$ cat src/rtl/periph_consts.svh
// ********************
// Width and timing constants shared by the audio and gamepad paths.
// Included by the packages and by any module that sizes logic from them.
// ********************

`ifndef PERIPH_CONSTS_SVH
`define PERIPH_CONSTS_SVH

// Signed PCM sample width per channel
`define PCM_BITS 16

// Delta-sigma DAC output width per channel
`define DAC_BITS 4

// clk_2x cycles between sample loads into the DAC
`define DAC_FRAME 16

// Buttons read out serially, bit 0 first
`define PAD_BUTTONS 12

`endif

$ cat src/rtl/audio_pkg.sv
// ********************
// Audio path types.
// Stereo sample layout and the DAC channel index.
// ********************

`include "periph_consts.svh"

package audio_pkg;

    // One stereo PCM sample as delivered by the console core
    typedef struct packed {
        logic signed [`PCM_BITS-1:0] left;
        logic signed [`PCM_BITS-1:0] right;
    } stereo_sample_t;

    // Selects one of the two modulators
    typedef enum logic {
        CHAN_L = 1'b0,
        CHAN_R = 1'b1
    } dac_chan_e;

endpackage

$ cat src/rtl/pad_pkg.sv
// ********************
// Gamepad path types.
// Button word in classic pad order and the serial read states.
// ********************

`include "periph_consts.svh"

package pad_pkg;

    // Last field is bit 0, so b is the first bit read out
    // A set bit means pressed
    typedef struct packed {
        logic r;
        logic l;
        logic x;
        logic a;
        logic right;
        logic left;
        logic down;
        logic up;
        logic start;
        logic select;
        logic y;
        logic b;
    } pad_buttons_t;

    typedef enum logic [1:0] {
        PAD_IDLE     = 2'd0,
        PAD_SHIFTING = 2'd1,
        PAD_DONE     = 2'd2
    } pad_shift_e;

endpackage

$ cat src/rtl/audio_sample_latch.sv
// ********************
// One-entry holding stage between the core's sample handshake
// and the DAC, which only takes samples at frame boundaries.
// ********************

module audio_sample_latch
    import audio_pkg::*;
(
    input  logic           clk_2x,
    input  logic           rst_n,

    input  logic           sample_valid,
    output logic           sample_ready,
    input  stereo_sample_t sample,

    output logic           hold_valid,
    input  logic           hold_ready,
    output stereo_sample_t hold
);

    logic full;
    logic take_in;
    logic take_out;

    // Room when empty or when the held sample leaves this cycle
    assign sample_ready = !full || hold_ready;
    assign take_in      = sample_valid && sample_ready;
    assign take_out     = full && hold_ready;
    assign hold_valid   = full;

    always_ff @(posedge clk_2x) begin
        if (!rst_n) begin
            full <= 1'b0;
        end else if (take_in) begin
            full <= 1'b1;
        end else if (take_out) begin
            full <= 1'b0;
        end
    end

    // Sample register
    always_ff @(posedge clk_2x) begin
        if (take_in) begin
            hold <= sample;
        end
    end

    // A stalled sample may not change under the DAC
    hold_stable_a: assert property (
        @(posedge clk_2x) disable iff (!rst_n)
        (hold_valid && !hold_ready) |=> (hold_valid && $stable(hold))
    ) else $error("hold changed while stalled at %0t", $time);

endmodule

$ cat src/rtl/audio_dac_sd.sv
// ********************
// Two-channel first-order delta-sigma DAC.
// Takes a new stereo sample once per frame and drives 4-bit
// outputs whose running average follows the sample value.
// ********************

`include "periph_consts.svh"

module audio_dac_sd
    import audio_pkg::*;
(
    input  logic                 clk_2x,
    input  logic                 rst_n,

    input  logic                 hold_valid,
    output logic                 hold_ready,
    input  stereo_sample_t       hold,

    output logic [`DAC_BITS-1:0] dac_l,
    output logic [`DAC_BITS-1:0] dac_r
);

    localparam int ACC_BITS = `PCM_BITS - `DAC_BITS;
    localparam int NUM_CHAN = int'(CHAN_R) + 1;
    localparam int CNT_BITS = $clog2(`DAC_FRAME);
    localparam logic [CNT_BITS-1:0]  FRAME_LAST = CNT_BITS'(`DAC_FRAME - 1);
    localparam logic [`DAC_BITS-1:0] DAC_MAX = '1;
    // Zero sample in offset form
    localparam logic [`PCM_BITS-1:0] PCM_MID = {1'b1, {(`PCM_BITS-1){1'b0}}};
    localparam logic [`DAC_BITS-1:0] DAC_MID = PCM_MID[`PCM_BITS-1 -: `DAC_BITS];

    logic [CNT_BITS-1:0]  frame_cnt;
    logic                 load;

    logic [`PCM_BITS-1:0] in_off  [NUM_CHAN];
    logic [`PCM_BITS-1:0] pcm_off [NUM_CHAN];
    logic [`DAC_BITS-1:0] coarse  [NUM_CHAN];
    logic [ACC_BITS:0]    acc_sum [NUM_CHAN];
    logic [ACC_BITS-1:0]  acc     [NUM_CHAN];
    logic [`DAC_BITS-1:0] dac_q   [NUM_CHAN];

    // Frame boundary every DAC_FRAME cycles from reset
    always_ff @(posedge clk_2x) begin
        if (!rst_n) begin
            frame_cnt <= '0;
        end else if (frame_cnt == FRAME_LAST) begin
            frame_cnt <= '0;
        end else begin
            frame_cnt <= frame_cnt + 1'b1;
        end
    end

    assign hold_ready = (frame_cnt == FRAME_LAST);
    assign load       = hold_valid && hold_ready;

    // Signed to offset binary by flipping the sign bit
    assign in_off[CHAN_L] = {~hold.left[`PCM_BITS-1], hold.left[`PCM_BITS-2:0]};
    assign in_off[CHAN_R] = {~hold.right[`PCM_BITS-1], hold.right[`PCM_BITS-2:0]};

    always_comb begin
        for (int ch = 0; ch < NUM_CHAN; ch++) begin
            coarse[ch]  = pcm_off[ch][`PCM_BITS-1 -: `DAC_BITS];
            acc_sum[ch] = {1'b0, acc[ch]} + {1'b0, pcm_off[ch][ACC_BITS-1:0]};
        end
    end

    // Coarse code plus the accumulator carry as a one-LSB dither
    always_ff @(posedge clk_2x) begin
        if (!rst_n) begin
            for (int ch = 0; ch < NUM_CHAN; ch++) begin
                pcm_off[ch] <= PCM_MID;
                acc[ch]     <= '0;
                dac_q[ch]   <= DAC_MID;
            end
        end else begin
            for (int ch = 0; ch < NUM_CHAN; ch++) begin
                if (load) begin
                    pcm_off[ch] <= in_off[ch];
                end
                if (coarse[ch] == DAC_MAX) begin
                    // Full scale, carry would overflow the output
                    dac_q[ch] <= DAC_MAX;
                end else begin
                    acc[ch]   <= acc_sum[ch][ACC_BITS-1:0];
                    dac_q[ch] <= coarse[ch] + {{(`DAC_BITS-1){1'b0}}, acc_sum[ch][ACC_BITS]};
                end
            end
        end
    end

    assign dac_l = dac_q[CHAN_L];
    assign dac_r = dac_q[CHAN_R];

    // One-cycle ready pulse per frame
    ready_pulse_a: assert property (
        @(posedge clk_2x) disable iff (!rst_n)
        hold_ready |=> !hold_ready
    ) else $error("hold_ready high on consecutive cycles at %0t", $time);

endmodule

$ cat src/rtl/pad_button_sync.sv
// ********************
// Brings the gamepad buttons into the clk_2x domain.
// USE_USB_PAD picks the USB reader or the board buttons.
// ********************

module pad_button_sync
    import pad_pkg::*;
#(
    parameter bit USE_USB_PAD = 1'b1
) (
    input  logic         clk_2x,
    input  logic         rst_n,

    input  pad_buttons_t usb_btn,
    input  pad_buttons_t board_btn,
    output pad_buttons_t btn_sync
);

    pad_buttons_t btn_src;
    pad_buttons_t btn_meta;

    assign btn_src = USE_USB_PAD ? usb_btn : board_btn;

    // Two-flop synchronizer, all released at reset
    always_ff @(posedge clk_2x) begin
        if (!rst_n) begin
            btn_meta <= '0;
            btn_sync <= '0;
        end else begin
            btn_meta <= btn_src;
            btn_sync <= btn_meta;
        end
    end

endmodule

$ cat src/rtl/pad_shift_reg.sv
// ********************
// Classic pad shift register seen from the core.
// pad_latch loads the buttons, each pad_clk rise shifts one bit,
// and ones follow once all buttons are out.
// ********************

`include "periph_consts.svh"

module pad_shift_reg
    import pad_pkg::*;
(
    input  logic         clk_2x,
    input  logic         rst_n,

    input  pad_buttons_t btn_sync,
    input  logic         pad_latch,
    input  logic         pad_clk,
    output logic         pad_data
);

    localparam int CNT_BITS = $clog2(`PAD_BUTTONS + 1);
    localparam logic [CNT_BITS-1:0] CNT_LAST = CNT_BITS'(`PAD_BUTTONS - 1);

    pad_shift_e               state;
    logic [`PAD_BUTTONS-1:0]  shreg;
    logic [CNT_BITS-1:0]      bit_cnt;
    logic                     pad_clk_q;
    logic                     clk_rise_q;

    // Registered rising-edge detect on pad_clk
    always_ff @(posedge clk_2x) begin
        if (!rst_n) begin
            pad_clk_q  <= 1'b0;
            clk_rise_q <= 1'b0;
        end else begin
            pad_clk_q  <= pad_clk;
            clk_rise_q <= pad_clk && !pad_clk_q;
        end
    end

    always_ff @(posedge clk_2x) begin
        if (!rst_n) begin
            state   <= PAD_IDLE;
            shreg   <= '1;
            bit_cnt <= '0;
        end else if (pad_latch) begin
            // Track the buttons until the latch drops
            state   <= PAD_IDLE;
            shreg   <= btn_sync;
            bit_cnt <= '0;
        end else if (clk_rise_q) begin
            case (state)
                PAD_IDLE, PAD_SHIFTING: begin
                    shreg   <= {1'b1, shreg[`PAD_BUTTONS-1:1]};
                    bit_cnt <= bit_cnt + 1'b1;
                    if (bit_cnt == CNT_LAST) begin
                        state <= PAD_DONE;
                    end else begin
                        state <= PAD_SHIFTING;
                    end
                end
                // All ones from here on
                default: begin
                    state <= PAD_DONE;
                end
            endcase
        end
    end

    assign pad_data = shreg[0];

    // Latch must pull the reader out of a read in progress
    latch_idle_a: assert property (
        @(posedge clk_2x) disable iff (!rst_n)
        pad_latch |=> (state != PAD_SHIFTING)
    ) else $error("shifting while pad_latch high at %0t", $time);

endmodule

$ cat src/rtl/periph_top.sv
// ********************
// Peripheral block top level.
// Audio chain: sample latch into the delta-sigma DAC.
// Gamepad chain: button sync into the serial pad reader.
// ********************

`include "periph_consts.svh"

module periph_top
    import audio_pkg::*;
    import pad_pkg::*;
#(
    parameter bit USE_USB_PAD = 1'b1
) (
    input  logic                 clk_2x,
    input  logic                 rst_n,

    // Audio from the core
    input  logic                 sample_valid,
    output logic                 sample_ready,
    input  stereo_sample_t       sample,

    output logic [`DAC_BITS-1:0] dac_l,
    output logic [`DAC_BITS-1:0] dac_r,

    // Gamepad
    input  pad_buttons_t         usb_btn,
    input  pad_buttons_t         board_btn,
    input  logic                 pad_latch,
    input  logic                 pad_clk,
    output logic                 pad_data
);

    logic           hold_valid;
    logic           hold_ready;
    stereo_sample_t hold;
    pad_buttons_t   btn_sync;

    audio_sample_latch u_sample_latch (
        .clk_2x       (clk_2x),
        .rst_n        (rst_n),
        .sample_valid (sample_valid),
        .sample_ready (sample_ready),
        .sample       (sample),
        .hold_valid   (hold_valid),
        .hold_ready   (hold_ready),
        .hold         (hold)
    );

    audio_dac_sd u_dac (
        .clk_2x     (clk_2x),
        .rst_n      (rst_n),
        .hold_valid (hold_valid),
        .hold_ready (hold_ready),
        .hold       (hold),
        .dac_l      (dac_l),
        .dac_r      (dac_r)
    );

    pad_button_sync #(
        .USE_USB_PAD (USE_USB_PAD)
    ) u_btn_sync (
        .clk_2x    (clk_2x),
        .rst_n     (rst_n),
        .usb_btn   (usb_btn),
        .board_btn (board_btn),
        .btn_sync  (btn_sync)
    );

    pad_shift_reg u_pad_reader (
        .clk_2x    (clk_2x),
        .rst_n     (rst_n),
        .btn_sync  (btn_sync),
        .pad_latch (pad_latch),
        .pad_clk   (pad_clk),
        .pad_data  (pad_data)
    );

endmodule

$ cat config.mk
export PLATFORM = sky130hd
export DESIGN_NAME = periph_top
export DESIGN_NICKNAME = d
export VERILOG_FILES = /design/src/rtl/audio_pkg.sv /design/src/rtl/pad_pkg.sv /design/src/rtl/audio_sample_latch.sv /design/src/rtl/audio_dac_sd.sv /design/src/rtl/pad_button_sync.sv /design/src/rtl/pad_shift_reg.sv /design/src/rtl/periph_top.sv
export VERILOG_INCLUDE_DIRS = /design/src /design/src/rtl
export SDC_FILE = /design/constraint.sdc
export NUM_CORES = 1
export LEC_CHECK = 0
export ABC_AREA = 1
export BUFFER_PORTS_ARGS = -buffer_cell sky130_fd_sc_hd__buf_2
export CAP_MARGIN = 40
export CORE_MARGIN = 8
export CORE_UTILIZATION = 30
export DETAILED_ROUTE_END_ITERATION = 16
export PLACE_DENSITY_LB_ADDON = 0.3
export SYNTH_ARGS = -nofsm -noshare
export SYNTH_HDL_FRONTEND = slang
export SYNTH_SLANG_ARGS = --single-unit
$ cat constraint.sdc
create_clock -name clk_2x -period 3.8 [get_ports clk_2x]
set_clock_uncertainty 0.2 [all_clocks]
set_input_delay 0.19 -clock clk_2x [delete_from_list [all_inputs] [get_ports clk_2x]]
set_output_delay 0.19 -clock clk_2x [all_outputs]
set_load 0.01 [all_outputs]
# Yosys cells after proc, flatten, opt, wreduce, memory -nomap -nowiden

Memory sizes are Yosys's and may differ from the RTL's.
Cells that the tools add are included.

Flip-flop bits (word level): 81
Input bits: 61
Output and inout port bits: 10
Logic and storage cells: 104
Bits in latches: 0
Bits in read-only memories: 0
Memories: 3
Memory bits (writable): 64

Reductions and logical operators: 15
Bitwise operators: 11
Add/subtract/negate cells: 6
Multiply operators: 0
Shift-type cells: 0
$lt $le $gt $ge: 0
Equality and inequality tests: 5
Divide/modulo/power cells: 0
Mux-type cells: 31

Memory list:

| memory        | depth | bits a word | rd ports | clocked after memory_dff | wr ports | line               | source |
|---|---|---|---|---|---|---|---|
| u_dac.pcm_off | 2     | 16          | 2        | 0                        | 2        | audio_dac_sd.sv:36 | `` logic [`PCM_BITS-1:0] pcm_off [NUM_CHAN]; `` |
| u_dac.acc     | 2     | 12          | 2        | 0                        | 2        | audio_dac_sd.sv:39 | `logic [ACC_BITS-1:0] acc [NUM_CHAN];` |
| u_dac.dac_q   | 2     | 4           | 2        | 0                        | 2        | audio_dac_sd.sv:40 | `` logic [`DAC_BITS-1:0] dac_q [NUM_CHAN]; `` |

Operators by type and width:

| cell                | number |
|---|---|
| $mux 12             | 5 |
| $mux 16             | 2 |
| $add 12x12->13      | 2 |
| $mux 1              | 18 |
| $eq 4x4->1 const B  | 4 |
| $mux 4              | 4 |
| $add 4x1->4         | 2 |
| $add 4x1->4 const B | 2 |
| $or 1x1->1          | 8 |
| $reduce_bool 2->1   | 3 |
| $reduce_or 2->1     | 3 |
| $mux 2              | 2 |
| $reduce_and 2->1    | 2 |
| $logic_and 1x1->1   | 3 |
| $not 1->1           | 3 |
| $eq 2x1->1 const B  | 1 |
| $logic_not 1->1     | 2 |
| $logic_not 2->1     | 1 |
| $logic_or 1x1->1    | 1 |

# Depth between registers and ports, before layout

Gate-level depths: netlist of the first run.

Word-level depth: 6
Depth in mapped cells: 14
Depth with buffers taken out: 14

# Cells and area by module

A second synthesis of the first run with hierarchy kept.

Cell total of the unflattened synthesis: 681
Area, all modules: 6722.7 um2

Modules (own cells, without submodules):

| module             | cells each | seq. area each (um2) | area each (um2) | instances |
|---|---|---|---|---|
| audio_dac_sd       | 464        | 2001.9               | 4260.3          | 1 |
| audio_sample_latch | 39         | 980.9                | 1012.2          | 1 |
| pad_shift_reg      | 104        | 380.4                | 767.0           | 1 |
| pad_button_sync    | 74         | 480.5                | 683.2           | 1 |

# Worst setup path before layout of the first run

OpenSTA, ideal clock, no wires.

Kind: flip-flop to flip-flop
Start: register u_dac.frame_cnt[0]
End: register u_sample_latch.hold[0] (netlist name)
Period minus slack after synthesis: 2873 ps
Data required time: 3168 ps
Path slack: 927 ps
Cell stages (with the launch flop): 4
Buffers on the path: 0
Setup time: 432 ps
Arrival: 2241 ps
Path through: dfxtp_1 -> ha_1 -> nand3_1 -> a21oi_1

Longest elaborated chain between the ends: 3

RTL lines:

| what                             | line                     | source |
|---|---|---|
| start: declaration               | audio_dac_sd.sv:32       | `logic [CNT_BITS-1:0] frame_cnt;` |
| start signal: assignment         | audio_dac_sd.sv:49       | `frame_cnt <= frame_cnt + 1'b1;` |
| $eq 4x4->1                       | audio_dac_sd.sv:53       | `assign hold_ready = (frame_cnt == FRAME_LAST);` |
| $logic_or 1x1->1                 | audio_sample_latch.sv:26 | `assign sample_ready = !full \|\| hold_ready;` |
| $logic_and 1x1->1                | audio_sample_latch.sv:27 | `assign take_in = sample_valid && sample_ready;` |
| named net u_sample_latch.take_in | audio_sample_latch.sv:22 | `logic take_in;` |

The timed path passes the listed nets, and every way through them passes these cells.
A chain may end at the register's enable or synchronous reset.

==> results of run 1 <==
[cell usage after synthesis (2+ instances only)]
cell type / n
edfxtp_1: 96
buf_2: 5
nor2_1: 78
nand3_1: 29
o211ai_1: 8
inv_1: 118
nand2_1: 161
fa_1: 2
nor2_2: 9
a21boi_0: 3
xnor2_1: 4
dfxtp_1: 48
ha_1: 30
nand4_1: 6
clkbuf_1: 2
xor2_1: 7
inv_2: 2
nand3_2: 2
nand2_4: 3
o21ai_0: 8
a21oi_1: 36
buf_6: 6
nand4_2: 2
[logic make-up after synthesis]
kind of cell / count (synthesis) / share of synthesized area (%)
XOR/XNOR: 11 / 1.49
buffers and inverters: 133 / 8.52
adder cells (fa/ha/maj): 32 / 6.43
AO/OA/AOI/OAI: 59 / 5.13
other: 1 / 0.0580
flip-flops: 144 / 59.5
AND/OR/NAND/NOR: 291 / 18.9
[state kept, by name, indices dropped and copies added (netlist names)]
register	flops
u_dac.pcm_off	32
u_sample_latch.hold	32
u_dac.acc	24
u_btn_sync.btn_meta	12
u_btn_sync.btn_sync	12
u_pad_reader.shreg	12
u_dac.dac_q	8
u_dac.frame_cnt	4
u_pad_reader.bit_cnt	4
u_pad_reader.clk_rise_q	1
u_pad_reader.pad_clk_q	1
u_pad_reader.state	1
u_sample_latch.hold_valid	1
[critical path: stages, from the launching register on]
cell and delay (ns):
edfxtp_1 0.37, ha_1 0.25, fa_1 0.45, nand3_1 0.10
nand3_1 0.13, nand2_1 0.09, nand2_1 0.09, nand4_1 0.08
nand2_1 0.07, ha_1 0.20, ha_1 0.27, nor2_1 0.10
nor2_1 0.04
[cell type report]
| class | instances | area [sq um] | area share (%) |
|---|---|---|---|
| Clock inverter | 15 | 209 | 2.56 |
| Sequential cell | 144 | 3840 | 47.1 |
| Multi-Input combinational cell | 401 | 2100 | 25.8 |
| Clock buffer | 17 | 425 | 5.22 |
| Timing Repair Buffer | 107 | 776 | 9.52 |
| Inverter | 120 | 450 | 5.52 |
| Tap cell | 275 | 344 | 4.22 |
[stage by stage]
stage                     instances  utilization, %  setup WS [ns]
final                          1079            38.7           1.09
after detailed placement       1000            33.4           1.10
after global routing           1079            38.7          0.859
after global placement         1000            33.4           1.09
after floorplan                 678               -          0.927
after CTS                      1079            38.7           1.07
[per-layer routing]
metal | part of all wire (%) | up-vias | GRT usage [%]
met3 | 3.9 | 16 | 3.11
met2 | 45 | 65 | 16.1
met1 | 50 | 2017 | 13.4
met4 | 1.4 | 0 | 3.88
li1 | - | 2381 | -
met5 | 0 | - | 0
[worst paths after layout]
check,from,endpoint,slack (ns),cells past startpoint
worst min-delay path,rst_n,u_pad_reader.shreg[11],0.08,2
worst max register to register,u_dac.pcm_off[0][0],u_dac.dac_q[0][1],1.09,12
worst min register to register,u_pad_reader.pad_clk_q,u_pad_reader.clk_rise_q,0.19,1
worst max-delay path,u_dac.pcm_off[0][0],u_dac.dac_q[0][1],1.09,12
[power groups by stage]
stage | sequential (mW) | combinational (mW) | clock [mW]
after CTS | 1.95 | 0.982 | 1.77
after floorplan | 1.97 | 0.732 | 0
after global placement | 1.98 | 0.930 | 0
final | 1.95 | 0.974 | 1.72
after detailed placement | 1.98 | 0.939 | 0
after global routing | 1.97 | 1.14 | 1.83
==> out/summary.md, run 1 <==
• number of synthesis warnings: 0
• static leakage power: 3.89 nW
• worst vdd rail ir drop: 314 uV
• post-layout power: 4.64 mW
• post-synthesis async set-or-reset flop share: 0%
• number of buffers on the longest clock path: 2
• normalized max-slew margin: 51.7%
• leading area contributor after synthesis: edfxtp_1
• placed wire-length estimate after detailed placement: 8.54 mm
• Area growth syn-to-layout: 26.2%
• final instance area: 8150 sq um
• proportion of power drawn by combinational gates: 21.0%
• flops & latches, synth: 144
• capturing element type of the critical path: flip-flop
• clock slew seen by the registers of the worst setup and hold paths: 0.07 ns
• Total Routing Usage GR: 10.4%
• post-detailed-route count of antenna-violating nets: 0
• largest fanout on the critical path: 3
• worst-margin pin slew: 0.724 ns
• WL final: 12.7 mm
• Pre-Repair DR Iteration Count: 4
• Post-Place Cell Area: 7050 sq um
• count of endpoints failing hold in the final timing report: 0
• share of cells above drive strength 1: 13.8%
• num rows: 53
• global-route wire length before repair: 21.8 mm
• part of the total power dissipated in the clock network: 37.0%
• number of buffers inserted for hold repair after clock tree synthesis: 47
• sequential cell area fraction in the yosys report: 59.5%
• Inserted Clock Buffers: 17
• violation count after the first detailed-routing iteration: 220
• final number of max-transition violations: 0
• final-layout worst hold slack: 0.0809 ns
• antenna violations before repair: 0
• Switching Share: 31.6%
• Post-synth top flop: edfxtp_1
• crit start category: flip-flop
• root cell of the clock tree: clkbuf_16
• insertion delay of the later-clocked pin in the worst-skew pair: 0.43 ns
• die width: 163 um
• most common cell after layout, fill and taps aside: nand2_1
• area of the mapped netlist: 6460 sq um
• post-synth top area share: 44.6%
• Max Cap Violations: 0
• Std-Cell Core Area: 21100 sq um
• critical path data arrival time: 2.68 ns
• via count of the first global-routing pass: 4539
• top library cells by usage in the layout, fill and taps aside: nand2_1 (161), inv_1 (118), edfxtp_1 (96)
• RSZ-0062 raised after global routing: no
• number of sinks on the clock net: 144
• grt total ovfl: 0
• die area: 26500 sq um
• power share of the sequential group: 42.0%
• Initial Utilization: 30.6%
• number of cells produced by synthesis: 671
• Residual DRC: 0
• I/O pin count: 71
• routed via count: 4479
• drt via density: 4.15
• number of levels in the clock H-tree: 4
• count of different cell masters after synthesis: 29
• setup bufs post-CTS: 0
• wire length per cell after detailed routing: 11.8 um
• dominant cells by area after synthesis: edfxtp_1 (45%), dfxtp_1 (15%), nand2_1 (9.4%), inv_1 (6.9%), ha_1 (5.8%)
• count of flip-flops with a built-in enable after synthesis: 96
• maximum number of pins on one net before global-route repair: 37
• setup TNS: 0 ns
• final-report setup violation count: 0
• worst hold path type: primary input to flip-flop
• ratio of final minimum period to clock period: 71.2%
• critical path class: flip-flop to flip-flop
• power per standard cell area: 569 nW/um^2
• number of diodes added for antenna fixing: 0
• number of filler instances in the final layout: 2122
• P_sw: 1.47 mW
• Mapped Avg Cell Area: 9.63 sq um
• vertical extent of the die: 163 um
• fmax: 370 MHz
• outcome: completed
• nets@finish: 884
• count of buffers inserted at the top-level ports: 58
• number of instances resized during post-cts repair: 0
• CTS tree: done
• Int Pwr: 3.18 mW
• Data required, critical path: 3.77 ns
• global placement routability congestion: 0.819
• shortest clock period the worst path allows after layout: 2.71 ns
Power figures use the tool's default switching activity.
==> run 2: changes to the inputs <==
- ABC_AREA: 1 -> 0
- clock period: 3.8 -> 2.7 ns (I/O delays scaled with it)
==> run 2 against run 1 <==
  * Combinational power decreased by 21%
  * Final cell count decreased by 16%
  * Design area shrank 0.51%
  * Largest cell class unchanged
  * Highest routed layer unchanged
==> out/summary.md, run 2 <==
• outcome: completed
• ratio of final minimum period to clock period: 95.6%, +24 points
• CP cell instances: ha_4 -> a21o_1 -> or2_1 -> o21ai_2 -> o21ai_2 -> a21o_1 -> ha_2 -> ha_2 -> xnor2_2 -> a21oi_1
• Total Routing Usage GR: 9.63%, -0.74 points
• placed wire-length estimate after detailed placement: 8.03 mm, -6.0%
• sequential cell area fraction in the yosys report: 62.1%, +2.7 points
• Residual DRC: 0, unchanged
• fmax: 388 MHz, +4.9%
• final-report setup violation count: 0, unchanged
• critical path class: flip-flop to flip-flop
• post-synth top area share: 46.6%, +2.0 points
• worst hold path type: flip-flop to flip-flop
• maximum single-stage delay on the critical path: 0.41 ns, -0.04 ns
• worst vdd rail ir drop: 383 uV, +22%
• final instance area: 8110 sq um, -0.51%
• Mapped Avg Cell Area: 12.8 sq um, +33%
• power per standard cell area: 696 nW/um^2, +22%
• normalized max-slew margin: 60.9%, +9.1 points
• flops & latches, synth: 144, unchanged
• maximum number of pins on one net before global-route repair: 42, +14%
• vertical extent of the die: 160 um, -2.0%
• Std-Cell Core Area: 20200 sq um, -4.0%
• post-layout power: 5.64 mW, +22%
• sum of buffers and inverters on the critical path: 0, unchanged
• Commonest cells post-synth: edfxtp_1 (96), and2_1 (60), dfxtp_1 (48), nor2_1 (34), ha_1 (30)
• Placed Cells incl. Taps: 825, -18%
• wire length per cell after detailed routing: 12.9 um, +9.7%
• post-detailed-route count of antenna-violating nets: 0, unchanged
• Layout Cells excl Fill: 907, -16%
• global placement routability congestion: 0.798, -2.6%
• CP top delay family: compound AO/OA/AOI/OAI gates
• number of sinks on the clock net: 144, unchanged
• num rows: 52, -1.9%
• number of buffers on the longest clock path: 2, unchanged
• nets@finish: 717, -19%
• count of buffers inserted at the top-level ports: 58, unchanged
• area of the mapped netlist: 6180 sq um, -4.3%
• largest fanout on the critical path: 3, unchanged
• I/O pin count: 71, unchanged
• grt total ovfl: 0, unchanged
• share of cells above drive strength 1: 23.2%, +9.4 points
• WL final: 11.7 mm, -7.8%
• drt via density: 4.37, +5.2%
• final number of max-transition violations: 0, unchanged
• global-route wire length before repair: 19.8 mm, -9.2%
• leading area contributor after synthesis: edfxtp_1
• number of cells produced by synthesis: 482, -28%
• most common cell after layout, fill and taps aside: edfxtp_1
• dominant cells by area after synthesis: edfxtp_1 (47%), dfxtp_1 (16%), and2_1 (6.1%), ha_1 (6.1%), mux2i_1 (2.3%)
• worst-margin pin slew: 0.585 ns, -0.139 ns
• Max Cap Violations: 0, unchanged
• insertion delay of the later-clocked pin in the worst-skew pair: 0.42 ns, about the same
• via count of the first global-routing pass: 4213, -7.2%
• clock slew seen by the registers of the worst setup and hold paths: 0.06 ns, about the same
• die area: 25500 sq um, -3.9%
• largest registers: u_dac.pcm_off (32), u_sample_latch.hold (32), u_dac.acc (24)
• Area growth syn-to-layout: 31.2%
• number of synthesis warnings: 0, unchanged
• count of different cell masters after synthesis: 50, +72%
• setup TNS: 0 ns, unchanged
• static leakage power: 3.36 nW, -13%
• Post-synth top flop: edfxtp_1
• CTS tree: done
• number of levels in the clock H-tree: 4, unchanged
• Data required, critical path: 2.66 ns, -1.11 ns
• capturing element type of the critical path: flip-flop
• Initial Utilization: 30.6%, -0.074 points
• standard cell with the maximum stage delay on the critical path: edfxtp_1
• antenna violations before repair: 0, unchanged
• Pre-Repair DR Iteration Count: 5, +1
• violation count after the first detailed-routing iteration: 139, -37%
• root cell of the clock tree: clkbuf_16
• count of endpoints failing hold in the final timing report: 0, unchanged
• die width: 160 um, -2.0%
• routed via count: 3960, -12%
• number of diodes added for antenna fixing: 0, unchanged
• library cell with the highest instance count after synthesis: edfxtp_1
• Post-Place Cell Area: 6940 sq um, -1.6%
• top library cells by usage in the layout, fill and taps aside: edfxtp_1 (96), and2_1 (60), buf_2 (58)
• count of flip-flops with a built-in enable after synthesis: 96, unchanged
• post-synthesis async set-or-reset flop share: 0%, unchanged
• critical path data arrival time: 2.54 ns, -0.14 ns
• shortest clock period the worst path allows after layout: 2.58 ns, -0.125 ns
• Inserted Clock Buffers: 17, unchanged
• crit start category: flip-flop
[run 2: cell types whose count changed after synthesis, moves of 6 or more]
cell,delta
a21o_1,+18
a21oi_1,-13
and2_1,+60
inv_1,-108
mux2_2,+6
mux2i_1,+14
nand2_1,-140
nand3_1,-17
nor2_1,-44
nor2_2,-8
nor3b_1,+6
o21ai_1,+6
[run 2: metrics by stage]
stage | setup slack (ns) | utilization [%] | hold WS, ns
2_1_floorplan | 0.0197 | - | 0.0339
3_3_place_gp | -0.0870 | 34.3 | 0.112
3_5_place_dp | -0.103 | 34.3 | 0.113
4_1_cts | 0.0277 | 39.7 | 0.189
5_1_grt | -0.0102 | 40.1 | 0.196
6_report | 0.120 | 40.1 | 0.185
[run 2: cell type report]
| type | instances | area [sq um] |
|---|---|---|
| clock inverter | 15 | 153 |
| sequential | 144 | 3840 |
| fill | 1892 | 12100 |
| tap | 270 | 338 |
| multi-input combinational | 320 | 2360 |
| timing repair buffer | 131 | 958 |
| clock buffer | 17 | 425 |
| inverter | 10 | 37.5 |
[run 2: power by group]
group	switching (mW)	internal (mW)	total, mW	leakage [nW]
Sequential	0.0618	2.53	2.59	1.38
Combinational	0.386	0.388	0.774	1.71
Clock	0.977	1.30	2.28	0.278
Total	1.42	4.22	5.64	3.36
[run 2: per-layer routing]
layer / wire length [um] / part of all wire [%] / vias up / global-route usage, %
met2: 5900 / 50 / 49 / 16.5
met4: 159 / 1.4 / 0 / 3.99
met1: 5360 / 46 / 1884 / 11.0
li1: - / - / 2016 / -
met5: 0 / 0 / - / 0
met3: 323 / 2.8 / 11 / 2.90
[run 2: final timing paths]
path,endpoint,from,slack (ns),cells past startpoint
worst min register to register,u_pad_reader.clk_rise_q,u_pad_reader.pad_clk_q,0.18,1
worst max-delay path,u_dac.dac_q[1][2],u_dac.acc[0][17],0.12,10
worst max register to register,u_dac.dac_q[1][2],u_dac.acc[0][17],0.12,10
worst min-delay path,u_pad_reader.clk_rise_q,u_pad_reader.pad_clk_q,0.18,1
[run 2: what timing repair did]
item | CTS | global route
buffers inserted | 0 | 2
resized for setup | 9 | 13
setup endpoints to repair | 6 | 7
hold buffers | 48 | 0
pin swaps | 9 | 12
endpoints found under the hold margin | 60 | 0
[run 2: cells by family (layout without fill, tap and decap cells)]
family	count (synthesis)	in the layout	synth area share, %
AO/OA/AOI/OAI	73	73	7.81
XOR/XNOR	18	18	2.55
adder cells (fa/ha/maj)	32	32	6.72
buffers and inverters	25	173	1.92
flip-flops	144	144	62.1
multiplexers	25	25	4.27
other	1	8	0.0606
AND/OR/NAND/NOR	164	164	14.5
